File: src/verilog/mem_pkg.sv
`default_nettype none

package mem_pkg;

  // base widths
  localparam int XLEN      = 32;
  localparam int NBYTES    = XLEN / 8;  // byte lanes per word
  localparam int REG_IDX_W = 5;
  localparam int TRAP_W    = 8;

  // trap bus bit assignment, other bits pass through
  localparam int TRAP_MISALIGN = 0;

  // data memory geometry and response wait
  localparam int DMEM_WORDS = 256;
  localparam int DMEM_AW    = $clog2(DMEM_WORDS);  // word index bits
  localparam int DMEM_WAIT  = 2;  // cycles held before ready
  localparam int WAIT_CNT_W = $clog2(DMEM_WAIT + 1);

  typedef logic [XLEN-1:0]       xlen_t;
  typedef logic [REG_IDX_W-1:0]  reg_idx_t;
  typedef logic [NBYTES-1:0]     byte_mask_t;
  typedef logic [TRAP_W-1:0]     trap_t;
  typedef logic [WAIT_CNT_W-1:0] wait_cnt_t;
  typedef logic [2:0]            size_oh_t;  // one-hot {word, half, byte}

  // access size encodings
  localparam size_oh_t SIZE_BYTE = 3'b001;
  localparam size_oh_t SIZE_HALF = 3'b010;
  localparam size_oh_t SIZE_WORD = 3'b100;

  // memory opcode from execute
  typedef enum logic [3:0] {
    MEMOP_NONE = 4'd0,
    MEMOP_LB   = 4'd1,
    MEMOP_LBU  = 4'd2,
    MEMOP_LH   = 4'd3,
    MEMOP_LHU  = 4'd4,
    MEMOP_LW   = 4'd5,
    MEMOP_SB   = 4'd6,
    MEMOP_SH   = 4'd7,
    MEMOP_SW   = 4'd8
  } memop_e;

  // execute -> memory bundle
  typedef struct packed {
    xlen_t    inst_addr;
    xlen_t    inst_data;
    reg_idx_t rd_idx;
    xlen_t    rs2_data;   // store source
    memop_e   mem_op;
    xlen_t    alu_data;   // address or result
    trap_t    trap;
  } exmem_t;

  // memory -> writeback bundle
  typedef struct packed {
    xlen_t    inst_addr;
    xlen_t    inst_data;
    reg_idx_t rd_idx;
    xlen_t    mem_data;
    trap_t    trap;
  } memwb_t;

  // dcache style request
  typedef struct packed {
    xlen_t      addr;         // word aligned
    logic       addr_valid;   // level, held until ready
    logic       write_valid;  // store
    byte_mask_t mask;
    size_oh_t   size;
    xlen_t      wdata;        // already lane shifted
  } dmem_req_t;

endpackage

`default_nettype wire

File: src/verilog/memwb_reg.sv
`timescale 1ns/1ps
`default_nettype none

module memwb_reg (
  input  wire             clk,
  input  wire             reset_i,
  input  wire             stall_i,
  input  wire             valid_i,
  input  mem_pkg::memwb_t bundle_i,
  output logic            valid_o,
  output mem_pkg::memwb_t bundle_o
);

  logic            valid_q;
  mem_pkg::memwb_t bundle_q;

  // bubble while the stage waits, so each instr shows once
  always_ff @(posedge clk) begin
    if (reset_i) begin
      valid_q <= 1'b0;
    end else begin
      valid_q <= valid_i & ~stall_i;
    end
  end

  // payload only updated on real completion
  always_ff @(posedge clk) begin
    if (!stall_i) begin
      bundle_q <= bundle_i;
    end
  end

  assign valid_o  = valid_q;
  assign bundle_o = bundle_q;

endmodule

`default_nettype wire
File: config.mk
export PLATFORM = sky130hd
export DESIGN_NAME = memwb_reg
export DESIGN_NICKNAME = d
export VERILOG_FILES = /design/src/verilog/mem_pkg.sv /design/src/verilog/memwb_reg.sv
export SDC_FILE = /design/constraint.sdc
export NUM_CORES = 1
export LEC_CHECK = 0
export BUFFER_PORTS_ARGS = -buffer_cell sky130_fd_sc_hd__buf_4
export CORE_MARGIN = 2
export CORE_UTILIZATION = 45
export CTS_BUF_LIST = sky130_fd_sc_hd__clkbuf_4 sky130_fd_sc_hd__clkbuf_8
export DETAILED_ROUTE_END_ITERATION = 16
export PLACE_DENSITY = 0.87
export SETUP_SLACK_MARGIN = 0.4
export SYNTH_ARGS = -nofsm -noshare
export SYNTH_HDL_FRONTEND = slang
export SYNTH_SLANG_ARGS = --single-unit
File: constraint.sdc
create_clock -name clk -period 6.8 [get_ports clk]
set_input_delay 0.34 -clock clk [delete_from_list [all_inputs] [get_ports clk]]
set_output_delay 0.34 -clock clk [all_outputs]
set_load 0.01 [all_outputs]
==> impl_summary.log, run 1 <==
[metrics] outcome: finished, final reports clean
[metrics] die footprint: approximately 0.0081 sq mm
[metrics] unrepaired setup endpoints after global routing: no
[metrics] average cell area after synthesis: a little under 30 sq um
[metrics] critical path depth in cells: 3
[metrics] H-Tree Level Count: 3
[metrics] time the worst path needs with I/O delays and setup: 1.64 ns
[metrics] share of total power in sequential cells: 0.589
[metrics] final weighted congestion in routability-driven placement: 0.776
[metrics] data arrival at the endpoint of the critical path: 1.64 ns
[metrics] Synth Net Count: 225
[metrics] Internal Dissipation: 1.08 mW
[metrics] CTS tree: built
[metrics] CTS root buffer: clkbuf_8
[metrics] CTS Hold Buffers Added: 0
[metrics] average wire per standard cell: just over 20 microns
[metrics] Comb power frac: 0.124
[metrics] initial cell density of the core: 0.461
[metrics] Post CTS Setup Buffer Count: 0
[metrics] Tot GR Track Use: 0.229
[metrics] relative contribution of the clock network to total power: 0.286
[metrics] sw frac: 0.225
[metrics] clock-pin slew on the worst setup and hold paths: around 0.10 ns
[metrics] DP Wirelength: between 6 and 7 mm
[metrics] delay of the slowest cell on the worst path: 0.67 ns
[metrics] Filler Cells Inserted: about 440
[metrics] footprint of the multi-input gates: 12.5 sq um
[metrics] number of clock sinks seen by CTS: 110
[metrics] cell chain of the critical path: buf_4 -> inv_4 -> buf_4
[metrics] accumulated negative setup slack: 0 ns
[metrics] Final setup viols: 0
[metrics] total net switching power: 0.314 mW
[metrics] NumNets Final: 459
[metrics] Worst setup SP type: primary input
[metrics] cts repair resizes: 0
[metrics] number of distinct library cells after synthesis: 4
[metrics] Setup WS post-layout: 5.16 ns
[metrics] Ant. Diodes: 0
[metrics] synthesized instance count: approximately 110
[metrics] Final Cycle Share: 0.241
[metrics] static power due to leakage: approximately 2.3 nW
[metrics] synth-to-layout area growth: 60.6%
[metrics] worst path required time: 6.80 ns
[metrics] share of the yosys chip area belonging to registers: 0.995
[metrics] total via count after detailed routing: 2082
[metrics] power density relative to cell area: 262 mW/mm^2
[metrics] worst min-delay path startpoint: reset_i
[metrics] via count of the first global-routing pass: 2186
[metrics] largest fanout of any net on the critical path: 55
[metrics] number of buffers inserted by port buffering: 222
[metrics] clock buffer count from CTS: 9
[metrics] via density per instance: between 4 and 5
[metrics] netlist area before placement: 0.00331 sq mm
[metrics] slowest cell on the critical path: buf_4
[metrics] wire length of the first global-routing pass: 13.3 mm
[metrics] Detailed Routing Iterations Pass 1: 4
[metrics] Hold WC Path Type: in -> reg
[metrics] maximum number of pins on one net before global-route repair: 56
[metrics] transition time of the tightest slew-check pin: 0.662 ns
[metrics] Top-Level Pins: 223
[metrics] critical path's top delay family: buffers and inverters
[metrics] layout cell share with drive strength beyond 1: 0.684
[metrics] kind of capture point of the worst setup path: flop
[metrics] Final Power: around 1.4 mW
[metrics] CTS max path bufs: 2
[metrics] Place WS: 4.78 ns
[metrics] area taken by flip-flops and latches: 0.00329 sq mm
[metrics] number of design rule violations left after detail routing: 0
[metrics] final hold violation count: 0
[metrics] Hold Crit Depth: 2
[metrics] top-area cell type share of the netlist area: 0.989
[metrics] number of antenna violations at the first check in global routing: 0
[metrics] standard cell core area: 0.00718 sq mm
[metrics] chip width: 89.8 microns
[metrics] number of placement rows: 31
[metrics] number of max-slew violations in the final report: 0
[metrics] top post-synthesis cells by area: edfxtp_1 99%, dfxtp_1 0.60%, nor3b_2 0.38%
[metrics] biggest area consumer among synthesized cells: edfxtp_1
[metrics] remaining antenna violation count after routing: 0
[metrics] worst-case hold path end point: valid_o
[metrics] Most Frequent Cell on Critical Path: buf_4
[metrics] number of max-cap violations: 0
[metrics] Die Y: 89.8 microns
[metrics] GR Overflow Total: 0
[metrics] worst supply voltage drop on vdd: ~160 uV
[metrics] Peak Freq: 610 MHz
[metrics] Setup Crit Path Kind: in -> reg
[metrics] Synth warnings: 0
[metrics] buffer and inverter count on the worst path: 3
[metrics] Slew headroom: 0.559
[metrics] total detailed-routing wirelength: 9.16 mm
[metrics] post-synthesis register bit count: 110
[metrics] number of DRC markers after the initial detailed-route iteration: 124
==> worst max-delay path by stage <==
stage	from	endpoint	slack (ns)
global placement	stall_i	bundle_o[69]	4.81
floorplan	stall_i	bundle_o[0]	3.89
CTS	stall_i	bundle_o[63]	5.17
global route	stall_i	bundle_o[63]	5.06
detailed placement	stall_i	bundle_o[81]	4.78
finish	stall_i	bundle_o[63]	5.16
==> cells in the mapped netlist <==
library cell / n
dfxtp_1: 1
edfxtp_1: 109
inv_1: 1
nor3b_2: 1
==> power groups by stage <==
stage                     clock [mW]  combinational [mW]  sequential [mW]
after CTS                      0.407               0.176            0.822
after global routing           0.434               0.182            0.827
after global placement             0               0.170            0.832
final                          0.399               0.173            0.821
after floorplan                    0             0.00912            0.865
after detailed placement           0               0.174            0.836
==> layer usage <==
layer / global-route usage / share of wire / routed length (microns)
met1: 0.249 / 0.33 / 3050
met2: 0.404 / 0.55 / 5010
met4: 0.0859 / 0.022 / 203
met3: 0.0905 / 0.098 / 898
met5: 0 / 0 / 0
==> final cells by class <==
| type | instances | share of cell area |
|---|---|---|
| Multi-Input combinational cell | 1 | 0.00235 |
| Tap cell | 99 | 0.0233 |
| Clock buffer | 9 | 0.0233 |
| Sequential cell | 110 | 0.620 |
| Clock inverter | 7 | 0.0153 |
| Timing Repair Buffer | 223 | 0.315 |
| Inverter | 1 | 0.00118 |
==> placed cells by master (no fill, tap or decap) <==
master / instances
inv_8: 2
buf_4: 223
clkinvlp_4: 1
clkinv_4: 2
inv_4: 1
bufinv_16: 1
clkbuf_8: 9
nor3b_2: 1
dfxtp_1: 1
edfxtp_1: 109
clkinv_1: 1
==> kinds of logic (layout without fill, tap and decap cells) <==
group,count (synthesis),count (layout),synth area share
simple gates,1,1,0.00378
buf+inv,1,240,0.00113
flops,110,110,0.995
==> state kept, by name, indices dropped and copies added, names as in the netlist <==
name      cells
bundle_o    109
valid_o       1
==> metrics by stage <==
step,hold WS [ns],util,cells,cell area (sq um)
2_1_floorplan,0.409,-,112,3310
3_3_place_gp,0.518,0.712,434,5110
3_5_place_dp,0.515,0.712,434,5110
4_1_cts,0.129,0.741,450,5320
5_1_grt,0.119,0.741,450,5320
6_report,0.142,0.741,450,5320
Note: power is estimated with default switching activity, not from simulation.
==> inputs of run 2 (changes only) <==
ABC_AREA = 1   (was not set)
CORE_UTILIZATION = 43   (was 45)
PLACE_DENSITY = 0.83   (was 0.87)
clock period = 1.63 ns   (was 6.8 ns; I/O delays follow)
==> impl_summary.log, run 2 <==
[metrics] final weighted congestion in routability-driven placement: 0.752 (-3.1%)
[metrics] failing step: clock tree synthesis (4_1_cts)
[metrics] error that halted the flow: [ERROR RSZ-0060] Max buffer count reached.
[metrics] Placed Cells incl. Taps: 436 (+0.46%)
[metrics] netlist area before placement: 0.00331 sq mm (unchanged)
[metrics] chip width: 91.7 microns (+2.2%)
[metrics] cts repair resizes: 0 (unchanged)
[metrics] instance area at placement: 0.00513 sq mm (+0.39%)
[metrics] Post-synth EDFFs: 109 (unchanged)
[metrics] top-area cell type share of the netlist area: 0.989 (unchanged)
[metrics] synthesized instance count: 113 (+0.89%)
[metrics] number of distinct library cells after synthesis: 5 (+1)
[metrics] number of buffers inserted by port buffering: 222 (unchanged)
[metrics] number of placement rows: 31 (unchanged)
[metrics] CTS Hold Buffers Added: 101 (+101)
[metrics] biggest area consumer among synthesized cells: edfxtp_1
[metrics] H-Tree Level Count: 3 (unchanged)
[metrics] average cell area after synthesis: 29.3 sq um (-0.88%)
[metrics] DP Wirelength: 6.64 mm (+1.0%)
[metrics] most used flip-flop cell after synthesis: edfxtp_1
[metrics] share of the yosys chip area belonging to registers: 0.995 (unchanged)
[metrics] top post-synthesis cells by area: edfxtp_1 99%, dfxtp_1 0.60%, nand2_2 0.19%
[metrics] outcome: stopped before the end
[metrics] Die Y: 91.7 microns (+2.2%)
[metrics] Synth Net Count: 226 (+0.44%)
[metrics] most common library cells after synthesis: 109 x edfxtp_1, 1 x dfxtp_1, 1 x inv_2, 1 x nand2_2, 1 x nor2_2
[metrics] Post CTS Setup Buffer Count: 0 (unchanged)
[metrics] proportion of register bits with asynchronous set or reset after synthesis: 0 (unchanged)
[metrics] Synth warnings: 0 (unchanged)
[metrics] number of clock sinks seen by CTS: 110 (unchanged)
[metrics] Top-Level Pins: 223 (unchanged)
[metrics] most common cell in the netlist: edfxtp_1
[metrics] CTS max path bufs: 2 (unchanged)
[metrics] post-synthesis register bit count: 110 (unchanged)
[metrics] initial cell density of the core: 0.449 (-0.0121)
[metrics] clock buffer count from CTS: 9 (unchanged)
[metrics] CTS root buffer: clkbuf_8
run 2: cells by family after synthesis:
kind of cell	Yosys count	synth area share
buf+inv	1	0.00113
flops	110	0.995
simple gates	2	0.00378
run 2: through the flow:
step           hold slack (ns)  worst slack (ns)
3_5_place_dp             0.244             0.641
3_3_place_gp             0.241             0.649
2_1_floorplan            0.148             0.453
==> inputs of run 3 (changes only) <==
CORE_UTILIZATION = 30   (was 43)
CTS_BUF_LIST = not set   (was sky130_fd_sc_hd__clkbuf_4 sky130_fd_sc_hd__clkbuf_8)
PLACE_DENSITY = not set   (was 0.83)
PLACE_DENSITY_LB_ADDON = 0.15   (was not set)
SETUP_SLACK_MARGIN = not set   (was 0.4)
==> impl_summary.log, run 3 <==
[metrics] Synth Net Count: 226 (unchanged)
[metrics] Top-Level Pins: 223 (unchanged)
[metrics] CTS max path bufs: 2 (unchanged)
[metrics] clock buffer count from CTS: 9 (unchanged)
[metrics] CTS root buffer: clkbuf_8
[metrics] outcome: stopped before the end
[metrics] most used flip-flop cell after synthesis: edfxtp_1
[metrics] DP Wirelength: 5.70 mm (-14%)
[metrics] failing step: clock tree synthesis (4_1_cts)
[metrics] chip width: 109 microns (+19%)
[metrics] most common cell in the netlist: edfxtp_1
[metrics] initial cell density of the core: 0.307 (-0.142)
[metrics] share of the yosys chip area belonging to registers: 0.995 (unchanged)
[metrics] synthesized instance count: 113 (unchanged)
[metrics] cts repair resizes: 0 (unchanged)
[metrics] biggest area consumer among synthesized cells: edfxtp_1
[metrics] number of placement rows: 38 (+23%)
[metrics] Post-synth EDFFs: 109 (unchanged)
[metrics] CTS Hold Buffers Added: 101 (unchanged)
[metrics] average cell area after synthesis: 29.3 sq um (unchanged)
[metrics] final weighted congestion in routability-driven placement: 0.722 (-4.0%)
[metrics] top post-synthesis cells by area: edfxtp_1 99%, dfxtp_1 0.60%, nand2_2 0.19%
[metrics] error that halted the flow: [ERROR RSZ-0060] Max buffer count reached.
[metrics] most common library cells after synthesis: 109 x edfxtp_1, 1 x dfxtp_1, 1 x inv_2, 1 x nand2_2, 1 x nor2_2
[metrics] H-Tree Level Count: 3 (unchanged)
[metrics] netlist area before placement: 0.00331 sq mm (unchanged)
[metrics] proportion of register bits with asynchronous set or reset after synthesis: 0 (unchanged)
[metrics] Die Y: 109 microns (+19%)
[metrics] number of distinct library cells after synthesis: 5 (unchanged)
[metrics] Synth warnings: 0 (unchanged)
[metrics] Post CTS Setup Buffer Count: 0 (unchanged)
[metrics] number of clock sinks seen by CTS: 110 (unchanged)
[metrics] top-area cell type share of the netlist area: 0.989 (unchanged)
[metrics] post-synthesis register bit count: 110 (unchanged)
[metrics] number of buffers inserted by port buffering: 222 (unchanged)
run 3: per-stage QoR:
stage	cells	hold WS (ns)	cell area, sq um	setup slack, ns
after floorplan	113	0.148	3310	0.453
after global placement	477	0.240	5190	0.602
after detailed placement	477	0.245	5190	0.599
run 3: cell families after synthesis:
family / synth area share
flops: 0.995
simple gates: 0.00378
buf+inv: 0.00113
