$ cat src/verilog/mem_pkg.sv
`default_nettype none

package mem_pkg;

  // base widths
  localparam int XLEN      = 32;
  localparam int NBYTES    = XLEN / 8;  // byte lanes per word
  localparam int REG_IDX_W = 5;
  localparam int TRAP_W    = 8;

  // trap bus bit assignment, other bits pass through
  localparam int TRAP_MISALIGN = 0;

  // data memory geometry and response wait
  localparam int DMEM_WORDS = 256;
  localparam int DMEM_AW    = $clog2(DMEM_WORDS);  // word index bits
  localparam int DMEM_WAIT  = 2;  // cycles held before ready
  localparam int WAIT_CNT_W = $clog2(DMEM_WAIT + 1);

  typedef logic [XLEN-1:0]       xlen_t;
  typedef logic [REG_IDX_W-1:0]  reg_idx_t;
  typedef logic [NBYTES-1:0]     byte_mask_t;
  typedef logic [TRAP_W-1:0]     trap_t;
  typedef logic [WAIT_CNT_W-1:0] wait_cnt_t;
  typedef logic [2:0]            size_oh_t;  // one-hot {word, half, byte}

  // access size encodings
  localparam size_oh_t SIZE_BYTE = 3'b001;
  localparam size_oh_t SIZE_HALF = 3'b010;
  localparam size_oh_t SIZE_WORD = 3'b100;

  // memory opcode from execute
  typedef enum logic [3:0] {
    MEMOP_NONE = 4'd0,
    MEMOP_LB   = 4'd1,
    MEMOP_LBU  = 4'd2,
    MEMOP_LH   = 4'd3,
    MEMOP_LHU  = 4'd4,
    MEMOP_LW   = 4'd5,
    MEMOP_SB   = 4'd6,
    MEMOP_SH   = 4'd7,
    MEMOP_SW   = 4'd8
  } memop_e;

  // execute -> memory bundle
  typedef struct packed {
    xlen_t    inst_addr;
    xlen_t    inst_data;
    reg_idx_t rd_idx;
    xlen_t    rs2_data;   // store source
    memop_e   mem_op;
    xlen_t    alu_data;   // address or result
    trap_t    trap;
  } exmem_t;

  // memory -> writeback bundle
  typedef struct packed {
    xlen_t    inst_addr;
    xlen_t    inst_data;
    reg_idx_t rd_idx;
    xlen_t    mem_data;
    trap_t    trap;
  } memwb_t;

  // dcache style request
  typedef struct packed {
    xlen_t      addr;         // word aligned
    logic       addr_valid;   // level, held until ready
    logic       write_valid;  // store
    byte_mask_t mask;
    size_oh_t   size;
    xlen_t      wdata;        // already lane shifted
  } dmem_req_t;

endpackage

`default_nettype wire

$ cat src/verilog/exmem_reg.sv
`timescale 1ns/1ps
`default_nettype none

module exmem_reg (
  input  wire             clk,
  input  wire             reset_i,
  input  wire             stall_i,   // memory stage busy
  input  wire             valid_i,
  input  mem_pkg::exmem_t bundle_i,
  output logic            valid_o,
  output mem_pkg::exmem_t bundle_o
);

  logic            valid_q;
  mem_pkg::exmem_t bundle_q;

  // advance only when the stage below is free
  logic load_en;
  assign load_en = ~stall_i;

  // valid cleared on reset
  always_ff @(posedge clk) begin
    if (reset_i) begin
      valid_q <= 1'b0;
    end else if (load_en) begin
      valid_q <= valid_i;  // bubble if nothing offered
    end
  end

  // payload follows valid
  // held stable for the whole access so addr_valid stays a clean level
  always_ff @(posedge clk) begin
    if (load_en) begin
      bundle_q <= bundle_i;
    end
  end

  assign valid_o  = valid_q;
  assign bundle_o = bundle_q;

endmodule

`default_nettype wire

$ cat config.mk
export PLATFORM = sky130hd
export DESIGN_NAME = exmem_reg
export DESIGN_NICKNAME = d
export VERILOG_FILES = /design/src/verilog/mem_pkg.sv /design/src/verilog/exmem_reg.sv
export SDC_FILE = /design/constraint.sdc
export NUM_CORES = 1
export LEC_CHECK = 0
export BUFFER_PORTS_ARGS = -buffer_cell sky130_fd_sc_hd__clkbuf_2
export CAP_MARGIN = 10
export CORE_ASPECT_RATIO = 0.5
export CORE_MARGIN = 5
export CORE_UTILIZATION = 37
export CTS_BUF_LIST = sky130_fd_sc_hd__clkbuf_8 sky130_fd_sc_hd__clkbuf_16
export CTS_CLUSTER_SIZE = 40
export DETAILED_ROUTE_END_ITERATION = 10
export PLACE_DENSITY = 0.75
export SETUP_SLACK_MARGIN = 0.2
export SLEW_MARGIN = 20
export SYNTH_ARGS = -nofsm -noshare
export SYNTH_HDL_FRONTEND = slang
export SYNTH_SLANG_ARGS = --single-unit
$ cat constraint.sdc
create_clock -name clk -period 3.8 [get_ports clk]
set_clock_uncertainty 0.1 [all_clocks]
set_input_delay 0.76 -clock clk [delete_from_list [all_inputs] [get_ports clk]]
set_output_delay 0.76 -clock clk [all_outputs]
set_load 0.01 [all_outputs]
==> summary.txt, run 1 <==
Setup path
  – Worst Setup Start Kind: flip-flop
  – Critical Path AT: about 0.98 ns
  – CP required: ~3 ns
  – CP Max Fanout: 1
  – Worst Reg-to-Reg Cells: 2
  – Largest delay contributor family on the critical path: flip-flops
  – R2R Setup Slk: about 3.1 ns
  – CP endpoint kind: output port
  – Reg2Reg Capture Point: valid_o
  – Kind of critical path: flip-flop to output port
  – Worst Path Buf+Inv: 1
  – CP max-delay cell: edfxtp_1
  – Reg-to-Reg Start: valid_o
  – CP peak stage delay: roughly 0.42 ns
  – Critical-path cell list: clkbuf_2

Clock network
  – CTS root buffer: clkbuf_16
  – Clock Latency Late Sink: roughly 0.39 ns
  – Max clock buf depth: 2
  – CTS tree: done
  – # clock sinks: between 100 and 150
  – H-tree levels: 4
  – Setup repair bufs after CTS: 0
  – CTS Buf Count: 17
  – Reg clk slew, reported paths: 0.07 ns
  – Post-cts repair resize count: 0
  – Post-CTS Hold Buffers: 0

Pwr
  – Int Power: around 3.1 mW
  – Leak pwr: about 3.0 nW
  – Peak supply drop: ~320 µV
  – Comb power frac: under 10%
  – Power Total: between 3 and 4 mW
  – PD cells: ~600 mW/mm²
  – Clk pwr share: between 40% and 50%
  – Switching share of power: around a fifth
  – Flop pwr share: about 50%
  – Net switching power: around 0.85 mW

Global route
  – Global Route Usage Sum: approximately 17%
  – First-pass GRT wire length: between 15000 and 20000 µm
  – Total gr overflow: 0
  – Initial antenna violation count: 0
  – Vias in the first global route: a little under 3000
  – Largest net degree at the start of global routing: 78

Routing
  – DRC Markers: 0
  – 1st-iter DRT viols: roughly 160
  – Routed WL per cell: approximately 19 µm
  – Drt pass-1 iters: 4
  – Total routed wirelength: between 10000 and 15000 µm
  – Total number of vias: about 2700
  – Mean number of vias per cell: 4.20
  – Routed Antenna Nets: 0

Worst hold path
  – Hold-critical path depth: 2
  – Hold endpoint: valid_o
  – Tightest Hold Check Type: flip-flop to flip-flop
  – Worst Hold Launch: valid_o

Timing
  – TNS Setup: 0 ns
  – Fmax: 544 MHz
  – Final Hold Vio Count: 0
  – Part of the cycle the worst path needs: 48.4%
  – Final Setup Violations: 0
  – Relative slew slack: between 30 and 40%
  – Slew Limit Fails: 0
  – Worst slew pin tran: between 0.9 and 1 ns
  – RSZ-0062 raised after global routing: no
  – Fin crit period: roughly 1.8 ns

Place
  – GPL Wtd Cong: about 0.84
  – Post-DP HPWL: just under 10000 µm
  – Placed insts: ~600
  – IO Port Bufs: slightly below 300

Logic synthesis
  – Synth unique cells: 5
  – Proportion of synthesized area in mux cells: 0.228%
  – Synth Area in Adders: 0%
  – Sequential share of the synthesized area: between 90% and 100%
  – Fraction of synthesized cell area in xor and xnor cells: 0%
  – Syn nets: between 200 and 300
  – Synth warnings: 0
  – Synthesized area: 0.00439 mm²
  – Fraction of the mapped netlist area in simple logic gates: 0.0855%
  – Register bit total from synthesis: about 150
  – Mapped Cells: 149
  – Largest family of logic cells by synthesized area: multiplexers
  – Compound-cell area share of the yosys netlist: 0%
  – Mean Syn Cell Area: ~29 µm²

Finish
  – Layout cell share with drive strength beyond 1: 68.3%
  – Layout area overhead: 52.7%
  – Final cell count without fillers: 642
  – Filler cell count: ~950
  – Inserted Diodes: 0
  – Nets@finish: just over 600

Floorplanning
  – Die area: between 0.01 and 0.015 mm²
  – Die width: between 150 and 200 µm
  – Io pins: 295
  – Height of the die: just under 90 µm
  – Row cnt: 28
  – Core area: roughly 0.012 mm²
  – Initial Utilization: 37.5%

Job
  – Maxcap violations: 0

Outcome
  – Outcome: finished, final reports clean
==> cells in the final DEF, fill, tap and decap left out <==
| cell type | netlist | final |
|---|---|---|
| clkbuf_16 | 0 | 17 |
| inv_6 | 0 | 2 |
| edfxtp_1 | 145 | 145 |
| buf_4 | 0 | 2 |
| clkinvlp_4 | 0 | 3 |
| clkinv_4 | 0 | 2 |
| nor2_1 | 1 | 1 |
| inv_1 | 1 | 2 |
| bufinv_16 | 0 | 4 |
| mux2i_1 | 1 | 1 |
| clkinv_1 | 0 | 1 |
| dfxtp_1 | 1 | 1 |
| clkbuf_2 | 0 | 294 |
| clkinv_2 | 0 | 2 |
==> power by group through the flow <==
stage	Clock, mW	Sequential [mW]	Combinational, mW
after CTS	1.76	1.95	0.316
after global placement	0	1.98	0.307
after floorplan	0	2.05	0.0222
after global routing	1.84	1.96	0.328
final	1.73	1.95	0.308
after detailed placement	0	1.99	0.314
==> worst reg2reg max path: cells and delay by family, from the launching register on <==
family | cells | cell delay [ns]
and+or+nand+nor | 1 | 0.05
muxes | 1 | 0.12
DFF | 1 | 0.31
==> layer usage <==
| metal | vias up | global-route usage (%) | routed length, µm |
|---|---|---|---|
| li1 | 1243 | - | - |
| met1 | 1377 | 20.0 | 4790 |
| met2 | 65 | 29.6 | 6900 |
| met3 | 14 | 3.69 | 431 |
| met4 | 0 | 6.70 | 146 |
| met5 | - | 0 | 0 |
==> worst max path at each step <==
| stage | to | cells past startpoint | slack (ns) | startpoint |
|---|---|---|---|---|
| after floorplan | bundle_o[0] | 1 | 0.45 | stall_i |
| after global placement | bundle_o[94] | 3 | 1.63 | stall_i |
| after detailed placement | bundle_o[84] | 3 | 1.60 | stall_i |
| after CTS | bundle_o[140] | 1 | 1.95 | bundle_o[140] |
| after global routing | bundle_o[136] | 1 | 1.93 | bundle_o[136] |
| final | bundle_o[140] | 1 | 1.96 | bundle_o[140] |
==> Yosys cell counts (all sizes together) <==
cell type / number / area [µm²]
dfxtp: 1 / 20.0
edfxtp: 145 / 4350
inv: 1 / 3.75
mux2i: 1 / 10.0
nor2: 1 / 3.75
==> kinds of logic (layout without fill, tap and decap cells) <==
logic type             after synthesis  in the layout
muxes                                1              1
and+or+nand+nor                      1              1
buffers and inverters                1            329
DFF                                146            146
==> sequential cells by signal, summed over array words and instances (netlist names) <==
name,flops
bundle_o,145
valid_o,1
==> final cells by class <==
class | instances | area, µm² | area share, %
inverters | 1 | 7.51 | 0.112
flip-flops and latches | 146 | 4370 | 65.2
clock buffers | 17 | 425 | 6.34
repair buffers | 296 | 1490 | 22.2
well taps | 165 | 206 | 3.08
clock inverters | 15 | 191 | 2.86
multi-input cells | 2 | 13.8 | 0.205
==> per-stage QoR <==
| step | instance area (µm²) | util, % | setup WS [ns] | hold slack, ns |
|---|---|---|---|---|
| after floorplan | 4400 | - | 0.455 | 0.435 |
| after global placement | 6090 | 52.0 | 1.63 | 0.379 |
| after detailed placement | 6090 | 52.0 | 1.60 | 0.399 |
| after CTS | 6710 | 57.3 | 1.95 | 0.401 |
| after global routing | 6710 | 57.3 | 1.93 | 0.398 |
| final | 6710 | 57.3 | 1.96 | 0.416 |
No activity file was read; power rests on OpenSTA's default activity.
==> run 2: changes to the inputs <==
- clock period: 3.8 -> 1.55 ns (I/O delays scaled with it)
==> run 2 against run 1 <==
  * The flow now stops in 4_1_cts
  * Synthesized area unchanged
  * Synthesized cell count unchanged
==> summary.txt, run 2 <==
Logic synthesis
  – Most common cell in the netlist: edfxtp_1
  – Mapped Cells: 149 (unchanged)
  – Post-synth EDFFs: 145 (unchanged)
  – Synthesized area: 0.00439 mm² (unchanged)
  – Commonest cells post-synth: 145 x edfxtp_1, 1 x dfxtp_1, 1 x inv_1, 1 x mux2i_1, 1 x nor2_1
  – Mean Syn Cell Area: 29.5 µm² (unchanged)
  – Synth warnings: 0 (unchanged)
  – Sequential share of the synthesized area: 99.6% (unchanged)
  – Cell taking the most area after synthesis: edfxtp_1
  – Register bit total from synthesis: 146 (unchanged)
  – Synth unique cells: 5 (unchanged)
  – Post-synth top flop: edfxtp_1
  – Synth area leaders: edfxtp_1 99%, dfxtp_1 0.46%, mux2i_1 0.23%
  – Syn nets: 298 (unchanged)
  – Post-synth ARST share: 0% (unchanged)
  – Area share of the largest cell type after synthesis: 99.1% (unchanged)

Clock network
  – Post-cts repair resize count: 0 (unchanged)
  – Post-CTS Hold Buffers: 131 (+131)
  – Setup repair bufs after CTS: 0 (unchanged)
  – CTS Buf Count: 17 (unchanged)
  – H-tree levels: 4 (unchanged)
  – CTS root buffer: clkbuf_16
  – # clock sinks: 146 (unchanged)
  – Max clock buf depth: 2 (unchanged)

Floorplanning
  – Die width: 164 µm (unchanged)
  – Io pins: 295 (unchanged)
  – Row cnt: 28 (unchanged)
  – Initial Utilization: 37.5% (unchanged)
  – Height of the die: 87.0 µm (unchanged)

Outcome
  – Err: [ERROR RSZ-0060] Max buffer count reached.
  – Outcome: did not finish
  – Exit stage: 4_1_cts

Place
  – IO Port Bufs: 294 (unchanged)
  – Post-DP HPWL: 10100 µm (+3.7%)
  – GPL Wtd Cong: 0.849 (+0.77%)
==> run 2: cell counts after synthesis <==
No cell type changed its count.
==> run 2: cell families after synthesis <==
kind of cell  after synthesis  share of synthesized area [%]
simple gates                1                         0.0854
mux                         1                          0.228
flops                     146                           99.6
buf+inv                     1                         0.0854
==> run 2: through the flow <==
stage / cell area (µm²) / std cells / setup slack, ns / hold WS [ns] / TNS (ns)
2_1_floorplan: 4400 / 149 / -1.35 / 0.282 / -195.03
3_3_place_gp: 6180 / 617 / 0.0853 / 0.367 / 0
3_5_place_dp: 6180 / 617 / 0.0995 / 0.373 / 0
==> run 3: changes to the inputs <==
- CORE_ASPECT_RATIO: 0.5 -> default
- CORE_UTILIZATION: 37 -> 25
- CTS_BUF_LIST: sky130_fd_sc_hd__clkbuf_8 sky130_fd_sc_hd__clkbuf_16 -> default
- CTS_CLUSTER_SIZE: 40 -> default
- PLACE_DENSITY: 0.75 -> default
- PLACE_DENSITY_LB_ADDON: default -> 0.15
- SETUP_SLACK_MARGIN: 0.2 -> default
- clock period: 1.55 -> 2 ns (I/O delays scaled with it)
==> run 3 against run 2 <==
  * The run now ends clean
==> summary.txt, run 3 (synthesis gave the netlist of run 1 again) <==
Routing
  – Total routed wirelength: roughly 11000 µm
  – Total number of vias: roughly 2700
  – 1st-iter DRT viols: 87
  – Routed WL per cell: between 15 and 20 µm
  – Routed Antenna Nets: 0
  – Drt pass-1 iters: 4
  – DRC Markers: 0
  – Mean number of vias per cell: roughly 3.8

Place
  – Placed instance area: 0.00619 mm² (+0.16%)
  – Placed insts: 670 (+8.6%)
  – GPL Wtd Cong: 0.745 (-12%)
  – Place WS: 0.470 ns (+0.371 ns)
  – IO Port Bufs: 294 (unchanged)

Floorplanning
  – Die width: 143 µm (-13%)
  – Row cnt: 48 (+71%)
  – Die area: 0.0203 mm²
  – Height of the die: 143 µm (+64%)
  – Io pins: 295 (unchanged)
  – Core area: ~0.017 mm²
  – Initial Utilization: 25.4% (-12 points)

Global route
  – Largest net degree at the start of global routing: 85
  – Global Route Usage Sum: ~11%
  – Total gr overflow: 0
  – Vias in the first global route: 2983
  – First-pass GRT wire length: 16400 µm
  – Initial antenna violation count: 0

Finish
  – Multi-input gate area: 13.8 µm²
  – Most frequent cells in the layout: 294 x clkbuf_2, 145 x edfxtp_1, 17 x clkbuf_16
  – Final cell count without fillers: roughly 700
  – Design area: approximately 0.0068 mm²
  – Seq. cell area: roughly 0.0044 mm²
  – Max reg flops: about 150
  – Inserted Diodes: 0
  – Layout area overhead: 54.0%
  – Layout cell share with drive strength beyond 1: 67.6%
  – Nets@finish: a little over 600
  – Commonest non-fill, non-tap cell in the layout: clkbuf_2
  – Filler cell count: about 1700

Pwr
  – Peak supply drop: 519 µV
  – Clk pwr share: a little over two fifths
  – Switching share of power: a little over 20%
  – Leak pwr: slightly below 3 nW
  – Int Power: about 5.8 mW
  – PD cells: between 1000 and 1500 mW/mm²
  – Comb power frac: ~7.8%
  – Flop pwr share: 50.3%
  – Net switching power: about 1.5 mW

Timing
  – Final Hold Vio Count: 0
  – Fin crit period: 1.46 ns
  – Worst slew pin tran: 0.443 ns
  – Fmax: slightly below 700 MHz
  – Final Setup Violations: 0
  – Worst Setup Slack, final: 0.543 ns
  – Part of the cycle the worst path needs: 72.9%
  – TNS Setup: 0 ns
  – RSZ-0062 raised after global routing: no
  – Relative slew slack: between 70% and 80%
  – Slew Limit Fails: 0
  – Hold_ws: 0.0605 ns

Clock network
  – Setup repair bufs after CTS: 0 (unchanged)
  – Post-CTS Hold Buffers: 0 (-100%)
  – CTS tree: done
  – Reg clk slew, reported paths: around 0.06 ns
  – CTS root buffer: clkbuf_16
  – H-tree levels: 4 (unchanged)
  – Post-cts repair resize count: 0 (unchanged)
  – # clock sinks: 146 (unchanged)
  – CTS Buf Count: 17 (unchanged)
  – Max clock buf depth: 2 (unchanged)
  – Clock Latency Late Sink: 0.40 ns

Worst hold path
  – Worst Hold Launch: reset_i
  – Tightest Hold Check Type: primary input to flip-flop
  – Hold-critical path depth: 2
  – Hold endpoint: valid_o

Setup path
  – CP endpoint kind: output port
  – CP Max Fanout: 1
  – Reg-to-Reg Start: valid_o
  – Worst Setup Start Kind: flip-flop
  – Critical-path cell list: clkbuf_2
  – R2R Setup Slk: roughly 1.3 ns
  – CP max-delay cell: edfxtp_1
  – Reg2Reg Capture Point: valid_o
  – Critical Path AT: around 0.96 ns
  – CP required: 1.50 ns
  – Kind of critical path: flip-flop to output port
  – Worst Path Buf+Inv: 1
  – Largest delay contributor family on the critical path: flip-flops
  – Worst Reg-to-Reg Cells: 2
  – CP peak stage delay: roughly 0.4 ns

Job
  – Maxcap violations: 0

Outcome
  – Outcome: finished, final reports clean
run 3: per-layer routing:
metal / routed length (µm) / global-route usage (%) / up-vias
met1: 4050 / 11.2 / 1215
met5: 0 / 0 / -
met4: 127 / 4.35 / 0
li1: - / - / 1236
met3: 1900 / 7.39 / 6
met2: 5300 / 17.5 / 197
run 3: power by group through the flow:
stage                     logic, mW  registers, mW  clock network [mW]
final                         0.576           3.70                3.08
after global routing          0.628           3.72                3.32
after CTS                     0.594           3.70                3.19
after detailed placement      0.594           3.76                   0
after global placement        0.593           3.76                   0
after floorplan              0.0421           3.90                   0
run 3: worst max-delay path by stage:
| stage | start | to | slack (ns) | depth (start not counted) |
|---|---|---|---|---|
| 6_report | bundle_o[33] | bundle_o[33] | 0.54 | 1 |
| 3_5_place_dp | stall_i | bundle_o[101] | 0.47 | 3 |
| 3_3_place_gp | stall_i | bundle_o[20] | 0.49 | 3 |
| 2_1_floorplan | stall_i | bundle_o[0] | -0.99 | 1 |
| 5_1_grt | bundle_o[33] | bundle_o[33] | 0.50 | 1 |
| 4_1_cts | bundle_o[120] | bundle_o[120] | 0.49 | 1 |
run 3: area by class of cell:
type                            instances  area share [%]
Tap cell                              225            4.16
Clock buffer                           20            6.46
Timing Repair Buffer                  296            22.3
Multi-Input combinational cell          2           0.203
Sequential cell                       146            64.7
Clock inverter                         11            2.05
Inverter                                1           0.111
run 3: stage by stage:
stage	power (mW)	util, %
5_1_grt	7.67	39.1
3_3_place_gp	4.35	35.8
2_1_floorplan	3.95	-
6_report	7.36	39.1
3_5_place_dp	4.36	35.8
4_1_cts	7.49	39.1
==> run 4: changes to the inputs <==
- ABC_AREA: default -> 1
- clock period: 2 -> 1.5 ns (I/O delays scaled with it)
==> run 4 against run 3 <==
  * The flow now stops in 4_1_cts
  * Synthesized area increased by 0.26%
  * Synthesized cell count increased by 2.7%
==> summary.txt, run 4 <==
Clock network
  – Post-CTS Hold Buffers: 143 (+143)
  – Post-cts repair resize count: 0 (unchanged)
  – H-tree levels: 4 (unchanged)
  – # clock sinks: 146 (unchanged)
  – CTS Buf Count: 17 (unchanged)
  – Max clock buf depth: 2 (unchanged)
  – Setup repair bufs after CTS: 0 (unchanged)
  – CTS root buffer: clkbuf_16

Outcome
  – Exit stage: 4_1_cts
  – Outcome: did not finish
  – Err: [ERROR RSZ-0060] Max buffer count reached.

Logic synthesis
  – Synth warnings: 0 (unchanged)
  – Post-synth ARST share: 0% (unchanged)
  – Synthesized area: 0.00440 mm² (+0.26%)
  – Post-synth EDFFs: 145 (unchanged)
  – Most common cell in the netlist: edfxtp_1
  – Cell taking the most area after synthesis: edfxtp_1
  – Area share of the largest cell type after synthesis: 98.9% (-0.25 points)
  – Mean Syn Cell Area: 28.8 µm² (-2.4%)
  – Synth unique cells: 6 (+1)
  – Register bit total from synthesis: 146 (unchanged)
  – Mapped Cells: 153 (+2.7%)
  – Sequential share of the synthesized area: 99.3% (-0.25 points)
  – Syn nets: 302 (+1.3%)
  – Synth area leaders: edfxtp_1 99%, dfxtp_1 0.45%, inv_1 0.26%
  – Commonest cells post-synth: 145 x edfxtp_1, 3 x inv_1, 2 x nand2_1
  – Post-synth top flop: edfxtp_1

Place
  – Post-DP HPWL: 9330 µm
  – IO Port Bufs: 294 (unchanged)
  – Place WS: 0.168 ns (-0.303 ns)
  – Placed insts: 681 (+1.6%)
  – GPL Wtd Cong: 0.761 (+2.2%)

Floorplanning
  – Initial Utilization: 25.5% (+0.065 points)
  – Height of the die: 143 µm (+0.12%)
  – Io pins: 295 (unchanged)
  – Row cnt: 48 (unchanged)
  – Die width: 143 µm (+0.12%)
-- run 4: cell count changes after synthesis --
cell,before,now
inv_1,1,3
nor2_2,0,1
nand2_1,0,2
mux2i_1,1,0
-- run 4: logic make-up after synthesis --
logic type / count (synthesis) / share of synthesized area [%]
simple gates: 4 / 0.398
flops: 146 / 99.3
buf+inv: 3 / 0.256
-- run 4: per-stage QoR --
stage | util [%] | cell area, µm²
after detailed placement | 36.4 | 6290
after global placement | 36.4 | 6290
after floorplan | - | 4410
